**src/design/core_isa_pkg.sv**
```systemverilog
////////////////////////////////////////////////////////////
// Instruction set types of the three-stage integer core
// Instruction word layout, from the top bit down:
//   opcode[31:28] rd[27:23] rs1[22:18] rs2[17:13] imm[12:0]
// Any opcode outside opcode_e decodes as a no-op
////////////////////////////////////////////////////////////
package core_isa_pkg;

  // Data word and register index
  typedef logic [31:0] word_t;
  typedef logic [4:0]  rf_addr_t;
  typedef logic [12:0] imm13_t;

  // Raw instruction word as it arrives on the handshake
  typedef struct packed {
    logic [3:0] opcode;
    rf_addr_t   rd;
    rf_addr_t   rs1;
    rf_addr_t   rs2;
    imm13_t     imm;
  } instr_t;

  // Code 0 stays free so an all-zero word is a no-op
  typedef enum logic [3:0] {
    OP_ADD  = 4'h1,
    OP_SUB  = 4'h2,
    OP_AND  = 4'h3,
    OP_XOR  = 4'h4,
    OP_ADDI = 4'h5,
    OP_LW   = 4'h6
  } opcode_e;

  // Instruction after field decode in the decode stage
  typedef struct packed {
    opcode_e  opcode;
    rf_addr_t rd;
    rf_addr_t rs1;
    rf_addr_t rs2;
    word_t    imm;     // sign extended
    logic     re_a;    // rs1 is read
    logic     re_b;    // rs2 is read
    logic     rf_we;   // writes rd, never set for x0
    logic     lsu_en;  // load over APB
  } decoded_t;

endpackage
```
**src/design/core_ctrl_pkg.sv**
```systemverilog
////////////////////////////////////////////////////////////
// Pipeline register and bypass control types
// Both pipe structs carry their own valid bit; a cleared
// valid marks a bubble and qualifies every other field
////////////////////////////////////////////////////////////
package core_ctrl_pkg;

  import core_isa_pkg::*;

  // Decode to execute
  typedef struct packed {
    logic     valid;
    logic     rf_we;
    logic     lsu_en;
    rf_addr_t rf_waddr;
    opcode_e  opcode;
    word_t    operand_a;
    word_t    operand_b;
    word_t    imm;
  } id_ex_pipe_t;

  // Execute to result; result holds the load address for LW
  typedef struct packed {
    logic     valid;
    logic     rf_we;
    logic     lsu_en;
    rf_addr_t rf_waddr;
    word_t    result;
  } ex_wb_pipe_t;

  // Operand source in decode
  typedef enum logic [1:0] {
    SEL_REGFILE = 2'b00,
    SEL_FW_EX   = 2'b01,
    SEL_FW_WB   = 2'b10
  } fw_sel_e;

  // Bypass controller to decode
  typedef struct packed {
    logic    load_stall;
    fw_sel_e operand_a_fw_sel;
    fw_sel_e operand_b_fw_sel;
  } ctrl_byp_t;

endpackage

```
**src/design/core_top.sv**
```systemverilog
`timescale 1ns/10ps
////////////////////////////////////////////////////////////
// Three-stage integer core: decode, execute, result
// One instruction accepted per valid/ready edge; loads read
// over APB in the result stage and stall it on wait states
////////////////////////////////////////////////////////////
module core_top import core_isa_pkg::*, core_ctrl_pkg::*; #(
  parameter int unsigned APB_ADDR_W = 12
) (
  input  logic                  clk,
  input  logic                  reset_i,
  // Instruction stream
  input  logic                  instr_valid_i,
  input  instr_t                instr_i,
  output logic                  instr_ready_o,
  // APB data port
  output logic                  psel_o,
  output logic                  penable_o,
  output logic [APB_ADDR_W-1:0] paddr_o,
  input  logic                  pready_i,
  input  word_t                 prdata_i,
  input  logic                  pslverr_i,
  // Retire
  output logic                  retire_valid_o,
  output rf_addr_t              retire_rd_o,
  output word_t                 retire_data_o
);

  decoded_t    dec;
  logic        dec_valid;
  ctrl_byp_t   ctrl_byp;
  id_ex_pipe_t id_ex_pipe;
  ex_wb_pipe_t ex_wb_pipe;
  word_t       rdata_a;
  word_t       rdata_b;
  word_t       ex_result;
  word_t       wb_fw;
  logic        wb_ready;
  logic        rf_we;
  rf_addr_t    rf_waddr;
  word_t       rf_wdata;

  core_decode u_decode (
    .clk           (clk),
    .reset_i       (reset_i),
    .instr_valid_i (instr_valid_i),
    .instr_i       (instr_i),
    .instr_ready_o (instr_ready_o),
    .ctrl_byp_i    (ctrl_byp),
    .wb_ready_i    (wb_ready),
    .dec_o         (dec),
    .dec_valid_o   (dec_valid),
    .rdata_a_i     (rdata_a),
    .rdata_b_i     (rdata_b),
    .ex_fw_i       (ex_result),
    .wb_fw_i       (wb_fw),
    .id_ex_pipe_o  (id_ex_pipe)
  );

  core_bypass u_bypass (
    .dec_i        (dec),
    .dec_valid_i  (dec_valid),
    .id_ex_pipe_i (id_ex_pipe),
    .ex_wb_pipe_i (ex_wb_pipe),
    .wb_ready_i   (wb_ready),
    .ctrl_byp_o   (ctrl_byp)
  );

  // Read addresses come from the instruction held in decode
  core_regfile u_regfile (
    .clk       (clk),
    .reset_i   (reset_i),
    .raddr_a_i (dec.rs1),
    .raddr_b_i (dec.rs2),
    .rdata_a_o (rdata_a),
    .rdata_b_o (rdata_b),
    .we_i      (rf_we),
    .waddr_i   (rf_waddr),
    .wdata_i   (rf_wdata)
  );

  core_execute u_execute (
    .clk          (clk),
    .reset_i      (reset_i),
    .wb_ready_i   (wb_ready),
    .id_ex_pipe_i (id_ex_pipe),
    .ex_result_o  (ex_result),
    .ex_wb_pipe_o (ex_wb_pipe)
  );

  core_result #(
    .APB_ADDR_W (APB_ADDR_W)
  ) u_result (
    .clk            (clk),
    .reset_i        (reset_i),
    .ex_wb_pipe_i   (ex_wb_pipe),
    .wb_ready_o     (wb_ready),
    .wb_fw_o        (wb_fw),
    .rf_we_o        (rf_we),
    .rf_waddr_o     (rf_waddr),
    .rf_wdata_o     (rf_wdata),
    .psel_o         (psel_o),
    .penable_o      (penable_o),
    .paddr_o        (paddr_o),
    .pready_i       (pready_i),
    .prdata_i       (prdata_i),
    .pslverr_i      (pslverr_i),
    .retire_valid_o (retire_valid_o),
    .retire_rd_o    (retire_rd_o),
    .retire_data_o  (retire_data_o)
  );

endmodule

```
**src/design/core_result.sv**
```systemverilog
`timescale 1ns/10ps
////////////////////////////////////////////////////////////
// Result stage: APB read for loads, regfile write, retire
// A load spends one cycle in IDLE, one in SETUP, then ACCESS
// until pready. pslverr is not checked, data is written
// paddr takes the low APB_ADDR_W bits of the load address
////////////////////////////////////////////////////////////
module core_result import core_isa_pkg::*, core_ctrl_pkg::*; #(
  parameter int unsigned APB_ADDR_W = 12
) (
  input  logic                  clk,
  input  logic                  reset_i,
  input  ex_wb_pipe_t           ex_wb_pipe_i,
  output logic                  wb_ready_o,
  output word_t                 wb_fw_o,
  // Register file write port
  output logic                  rf_we_o,
  output rf_addr_t              rf_waddr_o,
  output word_t                 rf_wdata_o,
  // APB master, read only
  output logic                  psel_o,
  output logic                  penable_o,
  output logic [APB_ADDR_W-1:0] paddr_o,
  input  logic                  pready_i,
  input  word_t                 prdata_i,
  input  logic                  pslverr_i,
  // Retire port
  output logic                  retire_valid_o,
  output rf_addr_t              retire_rd_o,
  output word_t                 retire_data_o
);

  typedef enum logic [1:0] {IDLE, SETUP, ACCESS} apb_state_e;

  apb_state_e state_q;
  apb_state_e state_d;
  logic       load_wb;

  assign load_wb = ex_wb_pipe_i.valid && ex_wb_pipe_i.lsu_en;

  ////////////////////////////////////////////////////////////
  // APB read FSM
  ////////////////////////////////////////////////////////////
  always_comb begin
    state_d = state_q;
    case (state_q)
      IDLE:    if (load_wb) state_d = SETUP;
      SETUP:   state_d = ACCESS;
      ACCESS:  if (pready_i) state_d = IDLE;
      default: state_d = IDLE;
    endcase
  end

  always_ff @(posedge clk) begin
    if (reset_i) begin
      state_q <= IDLE;
    end else begin
      state_q <= state_d;
    end
  end

  // Address comes straight from the held pipe register
  assign psel_o    = (state_q != IDLE);
  assign penable_o = (state_q == ACCESS);
  assign paddr_o   = ex_wb_pipe_i.result[APB_ADDR_W-1:0];

  // Only a load short of its pready holds the pipe
  assign wb_ready_o = !load_wb || ((state_q == ACCESS) && pready_i);

  ////////////////////////////////////////////////////////////
  // Write back and retire
  ////////////////////////////////////////////////////////////
  // Error response ignored, pslverr_i has no effect on the data
  assign rf_wdata_o = ex_wb_pipe_i.lsu_en ? prdata_i : ex_wb_pipe_i.result;
  assign wb_fw_o    = rf_wdata_o;
  assign rf_we_o    = ex_wb_pipe_i.valid && ex_wb_pipe_i.rf_we && wb_ready_o;
  assign rf_waddr_o = ex_wb_pipe_i.rf_waddr;

  // One pulse per register write, sampled on the write edge
  assign retire_valid_o = rf_we_o;
  assign retire_rd_o    = rf_waddr_o;
  assign retire_data_o  = rf_wdata_o;

endmodule

```
**src/design/core_execute.sv**
```systemverilog
`timescale 1ns/10ps
////////////////////////////////////////////////////////////
// Execute stage: ALU and load address generation
// ex_result_o is combinational and feeds the EX forward
// path; the register holds while WB is not ready
////////////////////////////////////////////////////////////
module core_execute import core_isa_pkg::*, core_ctrl_pkg::*; (
  input  logic        clk,
  input  logic        reset_i,
  input  logic        wb_ready_i,
  input  id_ex_pipe_t id_ex_pipe_i,
  output word_t       ex_result_o,
  output ex_wb_pipe_t ex_wb_pipe_o
);

  ex_wb_pipe_t ex_wb_q;

  // ALU, LW shares the ADDI adder for its address
  always_comb begin
    case (id_ex_pipe_i.opcode)
      OP_ADD:        ex_result_o = id_ex_pipe_i.operand_a + id_ex_pipe_i.operand_b;
      OP_SUB:        ex_result_o = id_ex_pipe_i.operand_a - id_ex_pipe_i.operand_b;
      OP_AND:        ex_result_o = id_ex_pipe_i.operand_a & id_ex_pipe_i.operand_b;
      OP_XOR:        ex_result_o = id_ex_pipe_i.operand_a ^ id_ex_pipe_i.operand_b;
      OP_ADDI, OP_LW: ex_result_o = id_ex_pipe_i.operand_a + id_ex_pipe_i.imm;
      default:       ex_result_o = '0;
    endcase
  end

  // Execute to result register
  always_ff @(posedge clk) begin
    if (reset_i) begin
      ex_wb_q <= '0;
    end else if (wb_ready_i) begin
      ex_wb_q.valid    <= id_ex_pipe_i.valid;
      ex_wb_q.rf_we    <= id_ex_pipe_i.rf_we;
      ex_wb_q.lsu_en   <= id_ex_pipe_i.lsu_en;
      ex_wb_q.rf_waddr <= id_ex_pipe_i.rf_waddr;
      ex_wb_q.result   <= ex_result_o;
    end
  end

  assign ex_wb_pipe_o = ex_wb_q;

endmodule

```
**src/design/core_bypass.sv**
```systemverilog
`timescale 1ns/10ps
////////////////////////////////////////////////////////////
// Hazard detection and forward select for the two decode
// read ports. Purely combinational; matches are qualified
// by decode valid, read enable and a non-zero address
////////////////////////////////////////////////////////////
module core_bypass import core_isa_pkg::*, core_ctrl_pkg::*; (
  input  decoded_t    dec_i,
  input  logic        dec_valid_i,
  input  id_ex_pipe_t id_ex_pipe_i,
  input  ex_wb_pipe_t ex_wb_pipe_i,
  input  logic        wb_ready_i,
  output ctrl_byp_t   ctrl_byp_o
);

  // Live destinations in EX and WB
  logic rf_we_ex;
  logic rf_we_wb;
  logic load_ex;
  logic load_wb;

  // Bit 0 is operand a (rs1), bit 1 operand b (rs2)
  logic [1:0] rd_ex_match;
  logic [1:0] rd_wb_match;

  assign rf_we_ex = id_ex_pipe_i.valid && id_ex_pipe_i.rf_we;
  assign rf_we_wb = ex_wb_pipe_i.valid && ex_wb_pipe_i.rf_we;
  assign load_ex  = rf_we_ex && id_ex_pipe_i.lsu_en;
  assign load_wb  = rf_we_wb && ex_wb_pipe_i.lsu_en;

  // Address compare, x0 reads never match
  assign rd_ex_match[0] = dec_valid_i && dec_i.re_a && (dec_i.rs1 != '0) &&
                          (dec_i.rs1 == id_ex_pipe_i.rf_waddr);
  assign rd_ex_match[1] = dec_valid_i && dec_i.re_b && (dec_i.rs2 != '0) &&
                          (dec_i.rs2 == id_ex_pipe_i.rf_waddr);
  assign rd_wb_match[0] = dec_valid_i && dec_i.re_a && (dec_i.rs1 != '0) &&
                          (dec_i.rs1 == ex_wb_pipe_i.rf_waddr);
  assign rd_wb_match[1] = dec_valid_i && dec_i.re_b && (dec_i.rs2 != '0) &&
                          (dec_i.rs2 == ex_wb_pipe_i.rf_waddr);

  ////////////////////////////////////////////////////////////
  // Load-use stall
  ////////////////////////////////////////////////////////////
  // Load in EX has only its address, load in WB waiting on
  // APB has no data yet; once pready arrives WB forwards it
  always_comb begin
    ctrl_byp_o.load_stall = 1'b0;
    if ((load_ex && |rd_ex_match) ||
        (load_wb && !wb_ready_i && |rd_wb_match)) begin
      ctrl_byp_o.load_stall = 1'b1;
    end
  end

  ////////////////////////////////////////////////////////////
  // Forward select
  ////////////////////////////////////////////////////////////
  always_comb begin
    ctrl_byp_o.operand_a_fw_sel = SEL_REGFILE;
    ctrl_byp_o.operand_b_fw_sel = SEL_REGFILE;

    // WB first, then EX overrides as the younger writer
    if (rf_we_wb) begin
      if (rd_wb_match[0]) begin
        ctrl_byp_o.operand_a_fw_sel = SEL_FW_WB;
      end
      if (rd_wb_match[1]) begin
        ctrl_byp_o.operand_b_fw_sel = SEL_FW_WB;
      end
    end

    // EX select with a load in EX is a don't care, stall wins
    if (rf_we_ex) begin
      if (rd_ex_match[0]) begin
        ctrl_byp_o.operand_a_fw_sel = SEL_FW_EX;
      end
      if (rd_ex_match[1]) begin
        ctrl_byp_o.operand_b_fw_sel = SEL_FW_EX;
      end
    end
  end

endmodule

```
**src/design/core_decode.sv**
```systemverilog
`timescale 1ns/10ps
////////////////////////////////////////////////////////////
// Decode stage: instruction register, field decode and
// operand forwarding. instr_ready_o drops on load_stall or
// while WB waits on APB; a load_stall sends a bubble to EX
////////////////////////////////////////////////////////////
module core_decode import core_isa_pkg::*, core_ctrl_pkg::*; (
  input  logic        clk,
  input  logic        reset_i,
  // Instruction handshake
  input  logic        instr_valid_i,
  input  instr_t      instr_i,
  output logic        instr_ready_o,
  // Stall and forward control
  input  ctrl_byp_t   ctrl_byp_i,
  input  logic        wb_ready_i,
  // Decoded instruction, also the regfile read addresses
  output decoded_t    dec_o,
  output logic        dec_valid_o,
  // Operand sources
  input  word_t       rdata_a_i,
  input  word_t       rdata_b_i,
  input  word_t       ex_fw_i,
  input  word_t       wb_fw_i,
  output id_ex_pipe_t id_ex_pipe_o
);

  instr_t      instr_q;
  logic        valid_q;
  logic        stall_id;
  id_ex_pipe_t id_ex_q;

  // Pick one operand source, EX/WB priority is set in bypass
  function automatic word_t fw_mux(fw_sel_e sel, word_t rf_val, word_t ex_val, word_t wb_val);
    word_t val;
    case (sel)
      SEL_FW_EX: val = ex_val;
      SEL_FW_WB: val = wb_val;
      default:   val = rf_val;
    endcase
    return val;
  endfunction

  assign stall_id      = ctrl_byp_i.load_stall || !wb_ready_i;
  assign instr_ready_o = !stall_id;
  assign dec_valid_o   = valid_q;

  // Instruction register, advances whenever decode is not held
  always_ff @(posedge clk) begin
    if (reset_i) begin
      valid_q <= 1'b0;
      instr_q <= '0;
    end else if (!stall_id) begin
      valid_q <= instr_valid_i;
      if (instr_valid_i) begin
        instr_q <= instr_i;
      end
    end
  end

  ////////////////////////////////////////////////////////////
  // Field decode
  ////////////////////////////////////////////////////////////
  always_comb begin
    dec_o        = '0;
    dec_o.opcode = opcode_e'(instr_q.opcode);
    dec_o.rd     = instr_q.rd;
    dec_o.rs1    = instr_q.rs1;
    dec_o.rs2    = instr_q.rs2;
    dec_o.imm    = {{19{instr_q.imm[12]}}, instr_q.imm};
    case (dec_o.opcode)
      OP_ADD, OP_SUB, OP_AND, OP_XOR: begin
        dec_o.re_a  = 1'b1;
        dec_o.re_b  = 1'b1;
        dec_o.rf_we = 1'b1;
      end
      OP_ADDI: begin
        dec_o.re_a  = 1'b1;
        dec_o.rf_we = 1'b1;
      end
      OP_LW: begin
        dec_o.re_a   = 1'b1;
        dec_o.rf_we  = 1'b1;
        dec_o.lsu_en = 1'b1;
      end
      default: begin
        // Unknown code, no-op
      end
    endcase
    // Writes to x0 are dropped here so they never retire
    if (instr_q.rd == '0) begin
      dec_o.rf_we = 1'b0;
    end
  end

  ////////////////////////////////////////////////////////////
  // Decode to execute register
  ////////////////////////////////////////////////////////////
  always_ff @(posedge clk) begin
    if (reset_i) begin
      id_ex_q <= '0;
    end else if (wb_ready_i) begin
      // Bubble while the operand is still owed by a load
      id_ex_q.valid     <= valid_q && !ctrl_byp_i.load_stall;
      id_ex_q.rf_we     <= dec_o.rf_we;
      id_ex_q.lsu_en    <= dec_o.lsu_en;
      id_ex_q.rf_waddr  <= dec_o.rd;
      id_ex_q.opcode    <= dec_o.opcode;
      id_ex_q.operand_a <= fw_mux(ctrl_byp_i.operand_a_fw_sel, rdata_a_i, ex_fw_i, wb_fw_i);
      id_ex_q.operand_b <= fw_mux(ctrl_byp_i.operand_b_fw_sel, rdata_b_i, ex_fw_i, wb_fw_i);
      id_ex_q.imm       <= dec_o.imm;
    end
  end

  assign id_ex_pipe_o = id_ex_q;

endmodule

```
**src/design/core_regfile.sv**
```systemverilog
`timescale 1ns/10ps
////////////////////////////////////////////////////////////
// 32 x 32-bit register file, two async reads, one write
// A write and a read of the same register in one cycle
// returns the old value; decode forwards from WB instead
////////////////////////////////////////////////////////////
module core_regfile import core_isa_pkg::*; (
  input  logic     clk,
  input  logic     reset_i,
  input  rf_addr_t raddr_a_i,
  input  rf_addr_t raddr_b_i,
  output word_t    rdata_a_o,
  output word_t    rdata_b_o,
  input  logic     we_i,
  input  rf_addr_t waddr_i,
  input  word_t    wdata_i
);

  word_t regs_q [32];

  // Write port, x0 is never written
  always_ff @(posedge clk) begin
    if (reset_i) begin
      for (int i = 0; i < 32; i++) begin
        regs_q[i] <= '0;
      end
    end else if (we_i && (waddr_i != '0)) begin
      regs_q[waddr_i] <= wdata_i;
    end
  end

  // Read ports, x0 forced to zero
  assign rdata_a_o = (raddr_a_i == '0) ? '0 : regs_q[raddr_a_i];
  assign rdata_b_o = (raddr_b_i == '0) ? '0 : regs_q[raddr_b_i];

endmodule

```
**config.mk**
```make
export PLATFORM = sky130hd
export DESIGN_NAME = core_top
export DESIGN_NICKNAME = d
export VERILOG_FILES = /design/src/design/core_isa_pkg.sv /design/src/design/core_ctrl_pkg.sv /design/src/design/core_top.sv /design/src/design/core_result.sv /design/src/design/core_execute.sv /design/src/design/core_bypass.sv /design/src/design/core_decode.sv /design/src/design/core_regfile.sv
export SDC_FILE = /design/constraint.sdc
export NUM_CORES = 2
export LEC_CHECK = 0
export CORE_ASPECT_RATIO = 0.75
export CORE_MARGIN = 5
export CORE_UTILIZATION = 50
export DETAILED_ROUTE_END_ITERATION = 12
export DONT_BUFFER_PORTS = 1
export PLACE_DENSITY = 0.77
export SETUP_SLACK_MARGIN = 0.3
export SLEW_MARGIN = 20
export SYNTH_ARGS = -nofsm -noshare
export SYNTH_HDL_FRONTEND = slang
export SYNTH_SLANG_ARGS = --single-unit
```
**constraint.sdc**
```tcl
create_clock -name clk -period 6.9 [get_ports clk]
set_input_delay 1.035 -clock clk [delete_from_list [all_inputs] [get_ports clk]]
set_output_delay 1.035 -clock clk [all_outputs]
set_load 0.05 [all_outputs]
```
* Yosys cells after proc, flatten, opt, wreduce, memory -nomap -nowiden
Memories as Yosys holds them, arrays and structs flattened. A register that Yosys moved wholly into a read port is not among the register bits. Index checks and enable logic that the tools add are counted. W data, S select, Z words.
Storage, ports and cells: bits in registers 164, bits in writable memories 1024, input bits 69, output and inout port bits 53, memories 1
Memory list:
- u_regfile.regs_q | words 32, bits a word 32, rd ports 2, clocked after memory_dff 2, write ports 32, line core_regfile.sv:19 | word_t regs_q [32];
Operators by class: $add $sub $neg 3, equality and inequality tests 24, mux-type cells 32, bitwise gates (word level) 3, reduce and logical (&&, ||, !) cells 43
Operators with widths (number):
- $pmux W32 S5 | 1
- $mux W32 | 4
- $pmux W32 S2 | 2
- $add A32 B32 Y32 | 2
- $and A32 B32 Y32 | 1
- $reduce_or A32 Y1 | 1
- $sub A32 B32 Y32 | 1
- $xor A32 B32 Y32 | 1
- $mux W5 | 5
- $eq A4 B3 Y1 const B | 6
- $eq A5 B5 Y1 | 4
- $logic_and A1 B1 Y1 | 20
- $eq A4 B2 Y1 const B | 4
- $logic_not A5 Y1 | 3
- $reduce_bool A5 Y1 | 3
- $mux W2 | 6
- $mux W1 | 11
- $eq A4 B1 Y1 const B | 2
- $mux W4 | 2
- $eq A2 B1 Y1 const B | 3
- $eq A2 B2 Y1 const B | 3
- $pmux W2 S3 | 1
- $reduce_or A2 Y1 | 3
- $reduce_or A6 Y1 | 1
- other kinds (8) | 15

* Logic depth before layout (Yosys ltp)
depth after elaboration 15, depth in mapped cells 18, depth with buffers taken out 18

* Cells and area by module
From an unflattened synthesis, not the netlist that was laid out.
Unflattened totals: cell total of the unflattened synthesis 5061, area total of the unflattened synthesis 67434.7 um2
By module, submodules not included:
- core_regfile | instances 1, cells each 3502, area an instance 54253.3 um2, seq. area each 30749.5 um2
- core_decode | instances 1, cells each 652, area an instance 6110.9 um2, seq. area each 2442.3 um2
- core_execute | instances 1, cells each 726, area an instance 5418.9 um2, seq. area each 800.8 um2
- core_result | instances 1, cells each 136, area an instance 1283.7 um2, seq. area each 40.0 um2
- core_bypass | instances 1, cells each 45, area an instance 367.9 um2, seq. area each 0.0 um2

* Worst setup path after synthesis
No wires, ideal clock.
path kind reg2reg, start reg u_decode.id_ex_q, in the netlist u_decode.id_ex_pipe_o[32], end reg u_decode.id_ex_q, in the netlist u_decode.id_ex_pipe_o[63], library setup time 0.128 ns, data arrival time 3.976 ns, required time 6.772 ns, path slack 2.796 ns, stages on the path, launching flop included 17, buffers on the path 0, clock period less this slack 4.104 ns, cells stage by stage dfxtp_1 > nor4_1 > nand3b_1 > or3_1 > or3_1 > o41ai_1 > nand2_1 > o311ai_0 > ha_1 > and2_1 > a221o_1 > a221oi_2 > nand3_1 > a211o_1 > a31oi_2 > mux2i_1 > a31oi_1
Between the ends: cells in the longest elaborated chain, start to end 3, elaborated cells between the ends (all ways) 4
Ends and longest elaborated chain:
- start: declaration | line core_decode.sv:31 | id_ex_pipe_t id_ex_q;
- $sub A32 B32 Y32 / $add A32 B32 Y32 (equally long branches) | line core_execute.sv:22, core_execute.sv:21
- $pmux W32 S5 (*) | line core_execute.sv:20 | case (id_ex_pipe_i.opcode)
- $pmux W32 S2 (*) | line core_decode.sv:36 | case (sel)
Mark *: on every way between the ends. The rest lies on a longest branch, timed or not. A chain may end at the register's enable or synchronous reset.

* Final worst setup path
start reg u_decode.id_ex_q, in the netlist u_decode.id_ex_pipe_o[34], end reg u_execute.ex_wb_q, in the netlist u_execute.ex_wb_pipe_o[30]
Between the ends: cells in the longest elaborated chain, start to end 2, elaborated cells between the ends (all ways) 3
Ends and longest elaborated chain:
- $sub A32 B32 Y32 / $add A32 B32 Y32 (equally long branches) | line core_execute.sv:22, core_execute.sv:21
- $pmux W32 S5 (*) | line core_execute.sv:20
- end: declaration | line core_execute.sv:16 | ex_wb_pipe_t ex_wb_q;
Marked as above.

==> results.sh <==
export IMPL_post_cts_repair_setup_buffers=0
export IMPL_drv_slew=0
export IMPL_async_flop_share_pct=0
export IMPL_ys_ff_latch=1198
export IMPL_crit_buf_inv=0
export IMPL_end_kind="register"
export IMPL_die_area_um2=133000
export IMPL_drtIter0Drc=9186
export IMPL_path_cells="nor2_1, nand4_1, or4_1, nor4_2, nand2_1, o21ai_0, a21oi_1, nand2_1, ha_1, and4_1, nand2_1, a311oi_1, o41a_1, nor2_1, mux2_2, a31oi_1, o22ai_1"
export IMPL_grt_max_degree=187
export IMPL_n_fill_cell=9689
export IMPL_fin_ws_ps=1610
export IMPL_crit_slowest_cell="or4_1"
export IMPL_cts_tree="yes"
export IMPL_io_pins=122
export IMPL_final_instance_count_excl_fill=6209
export IMPL_final_hold_viol_count=0
export IMPL_area_growth_pct=8.38
export IMPL_synth_warnings=0
export IMPL_dr_pass1_iters=8
export IMPL_grt_busiest_layer="met2"
export IMPL_dpl_instance_area_um2=64900
export IMPL_path_class="register to register"
export IMPL_met1_usage_pct=42.0
export IMPL_r2r_setup_slack_ps=1610
export IMPL_finClkSkew_ps=34.4
export IMPL_initial_core_util_pct=50.5
export IMPL_cp_max_fo=11
export IMPL_cts_hold_fix_buffers=0
export IMPL_dieWidth_um=420
export IMPL_leakage_nw=21.9
export IMPL_status="finished clean"
export IMPL_p_int_mw=11.9
export IMPL_insertion_delay_ps=770
export IMPL_max_cap_violations=0
export IMPL_rsz0062_at_grt="no"
export IMPL_setup_viol=0
export IMPL_syn_avg_cell_area_um2=13.4
export IMPL_ant_nets=0
export IMPL_antenna_found_initial=5
export IMPL_max_freq_ghz=0.189
export IMPL_portBuffers=0
export IMPL_routed_via_count=45491
export IMPL_min_period_ps=5290
export IMPL_crit_arrival_ps=5890
export IMPL_drive_gt1_share_pct=23.1
export IMPL_path_common_cell="nand2_1"
export IMPL_critPathMaxStageDelay_ps=690
export IMPL_root_buffer="clkbuf_16"
export IMPL_design_area_um2=68200
export IMPL_critPathLaunchType="register"
export IMPL_ys_types=83
export IMPL_grt_usage_pct=32.8
export IMPL_synth_edf_count=1024
export IMPL_slew_headroom_pct=16.1
export IMPL_grt_first_pass_wirelength_um=311000
export IMPL_p_seq_share_pct=51.9
export IMPL_syn_inst=4683
export IMPL_drt_wl_total_um=221000
export IMPL_combPwrFrac_pct=12.2
export IMPL_htree_levels=3
export IMPL_cts_buffers=107
export IMPL_power_density_nw_per_um2=237
export IMPL_drc=0
export IMPL_overflow=0
export IMPL_vias_per_cell=7.33
export IMPL_place_congestion=1.01
export IMPL_post_route_util_pct=54.7
export IMPL_finalPower_mw=16.2
export IMPL_required_ps=7500
export IMPL_core_area_um2=125000
export IMPL_use_met2_pct=46.2
export IMPL_yosysSeqAreaShare_pct=54.4
export IMPL_vdd_ir_drop_worst_uv=222
export IMPL_placementRows=112
export IMPL_p_clk_share_pct=35.9
export IMPL_place_ws_ps=1820
export IMPL_dpl_hpwl_um=123000
export IMPL_ctsLongestPathBuffers=3
export IMPL_grt_pass1_vias=44594
export IMPL_synth_flop_cell="edfxtp_1"
export IMPL_dpl_cell_count=6005
export IMPL_min_path_type="input port to register"
export IMPL_fin_tns_setup_ps=0
export IMPL_path_delay_family="simple AND/OR/NAND/NOR gates"
export IMPL_nNetsFinal=4606
export IMPL_hold_worst_slack_ps=364
export IMPL_syn_area_um2=63000
export IMPL_gr_usage_met3_pct=15.9
export IMPL_path_clk_slew_ps=70
export IMPL_cts_resized=0
export IMPL_switching_power_mw=4.23
export IMPL_wl_per_cell_um=35.6
export IMPL_swShare_pct=26.1
export IMPL_die_h_um=317
export IMPL_worst_pin_slew_ps=1240
export IMPL_clock_sinks=1198
export IMPL_fin_crit_sh_pct=76.7
-- final cells by class --
type,count,area (um2),share of cell area (%)
inverters,51,193,0.282
clock inverters,46,328,0.480
diodes,7,17.5,0.0257
flip-flops and latches,1198,34300,50.2
repair buffers,118,1090,1.60
multi-input cells,2990,27400,40.1
clock buffers,146,2900,4.25
well taps,1653,2070,3.03
-- cells in the mapped netlist, types with 9 or more instances --
cell type / n / share of area [%]
nor2_1: 1161 / 6.9
edfxtp_1: 1024 / 49
mux4_2: 640 / 23
clkbuf_1: 358 / 2.1
nand2_1: 264 / 1.6
dfxtp_1: 174 / 5.5
a21oi_1: 153 / 1.2
mux2i_1: 103 / 1.6
nor3_1: 90 / 0.72
ha_1: 70 / 1.4
buf_2: 61 / 0.48
o21ai_0: 61 / 0.48
o221ai_1: 56 / 0.78
inv_1: 51 / 0.30
a22oi_1: 26 / 0.31
buf_4: 23 / 0.27
buf_1: 22 / 0.13
nand3_1: 21 / 0.17
xnor2_1: 21 / 0.29
o22ai_1: 20 / 0.20
a21o_1: 16 / 0.19
a211oi_1: 15 / 0.18
nor4_1: 14 / 0.14
xor2_1: 12 / 0.17
a221o_1: 11 / 0.17
buf_6: 11 / 0.20
nand4_1: 10 / 0.099
o21a_1: 10 / 0.12
o21ai_1: 10 / 0.080
o31ai_1: 10 / 0.12
or3_1: 10 / 0.099
and3_1: 9 / 0.089
o311ai_0: 9 / 0.13
-- path summary, 6_finish.rpt --
kind                            depth (start not counted)                 startpoint                          to
worst min register to register                          2   u_decode.id_ex_pipe_o[8]    u_decode.id_ex_pipe_o[8]
worst max register to register                         17  u_decode.id_ex_pipe_o[34]  u_execute.ex_wb_pipe_o[30]
worst max-delay path                                   17  u_decode.id_ex_pipe_o[34]  u_execute.ex_wb_pipe_o[30]
worst min-delay path                                    1                    reset_i          u_decode.dec_o[12]
-- power by group through the flow --
stage,clock network [mW],registers [mW],logic (mW)
floorplan,0,8.37,1.39
global placement,0,8.49,1.86
detailed placement,0,8.52,1.89
CTS,5.78,8.37,1.90
global route,6.10,8.40,2.04
finish,5.80,8.39,1.97
-- layer usage --
metal | share of wire (%) | up-vias
met5 | 0.084 | -
met1 | 32 | 22339
met3 | 19 | 1034
met4 | 6.7 | 13
met2 | 42 | 4669
li1 | - | 17436
-- cell families (layout without fill, tap and decap cells) --
kind of cell | count (synthesis) | count (layout) | synth area share [%]
flip-flops | 1198 | 1198 | 54.4
XOR/XNOR | 33 | 33 | 0.459
buffers and inverters | 526 | 361 | 3.53
AO/OA/AOI/OAI | 472 | 472 | 5.09
multiplexers | 747 | 747 | 24.6
adder cells (fa/ha/maj) | 71 | 71 | 1.42
other | 1 | 39 | 0.00596
AND/OR/NAND/NOR | 1635 | 1635 | 10.5
-- state kept, by name, indices dropped and copies added, names as in the netlist, named ones only --
signal,cells
u_regfile.regs_q,1024
u_execute.ex_wb_pipe_o,40
u_decode.dec_o,32
u_result.state_q,2
u_decode.id_ex_pipe_o,89
u_decode.dec_valid_o,1
-- cell usage in the layout (no fill, tap or decap), types with 10 or more instances in the layout --
master,count
o21ai_0,61
dfxtp_1,163
inv_1,50
mux2i_1,71
nand4_1,10
ha_1,70
mux4_2,640
nand2_1,201
xnor2_1,21
o221ai_1,56
mux2i_4,32
o22ai_1,20
clkinv_2,16
a22oi_1,26
a211oi_1,15
o21a_1,10
nor3_1,90
nand3_1,20
clkinv_1,14
nand2_4,25
conb_1,32
edfxtp_1,1024
or3_1,10
buf_4,102
a221o_1,11
o31ai_1,10
a21oi_1,151
nor4_1,13
xor2_1,12
clkbuf_1,30
a21o_1,15
nand2_2,38
clkbuf_16,107
buf_12,11
nor2_1,1160
No activity file was read; power rests on OpenSTA's default activity.
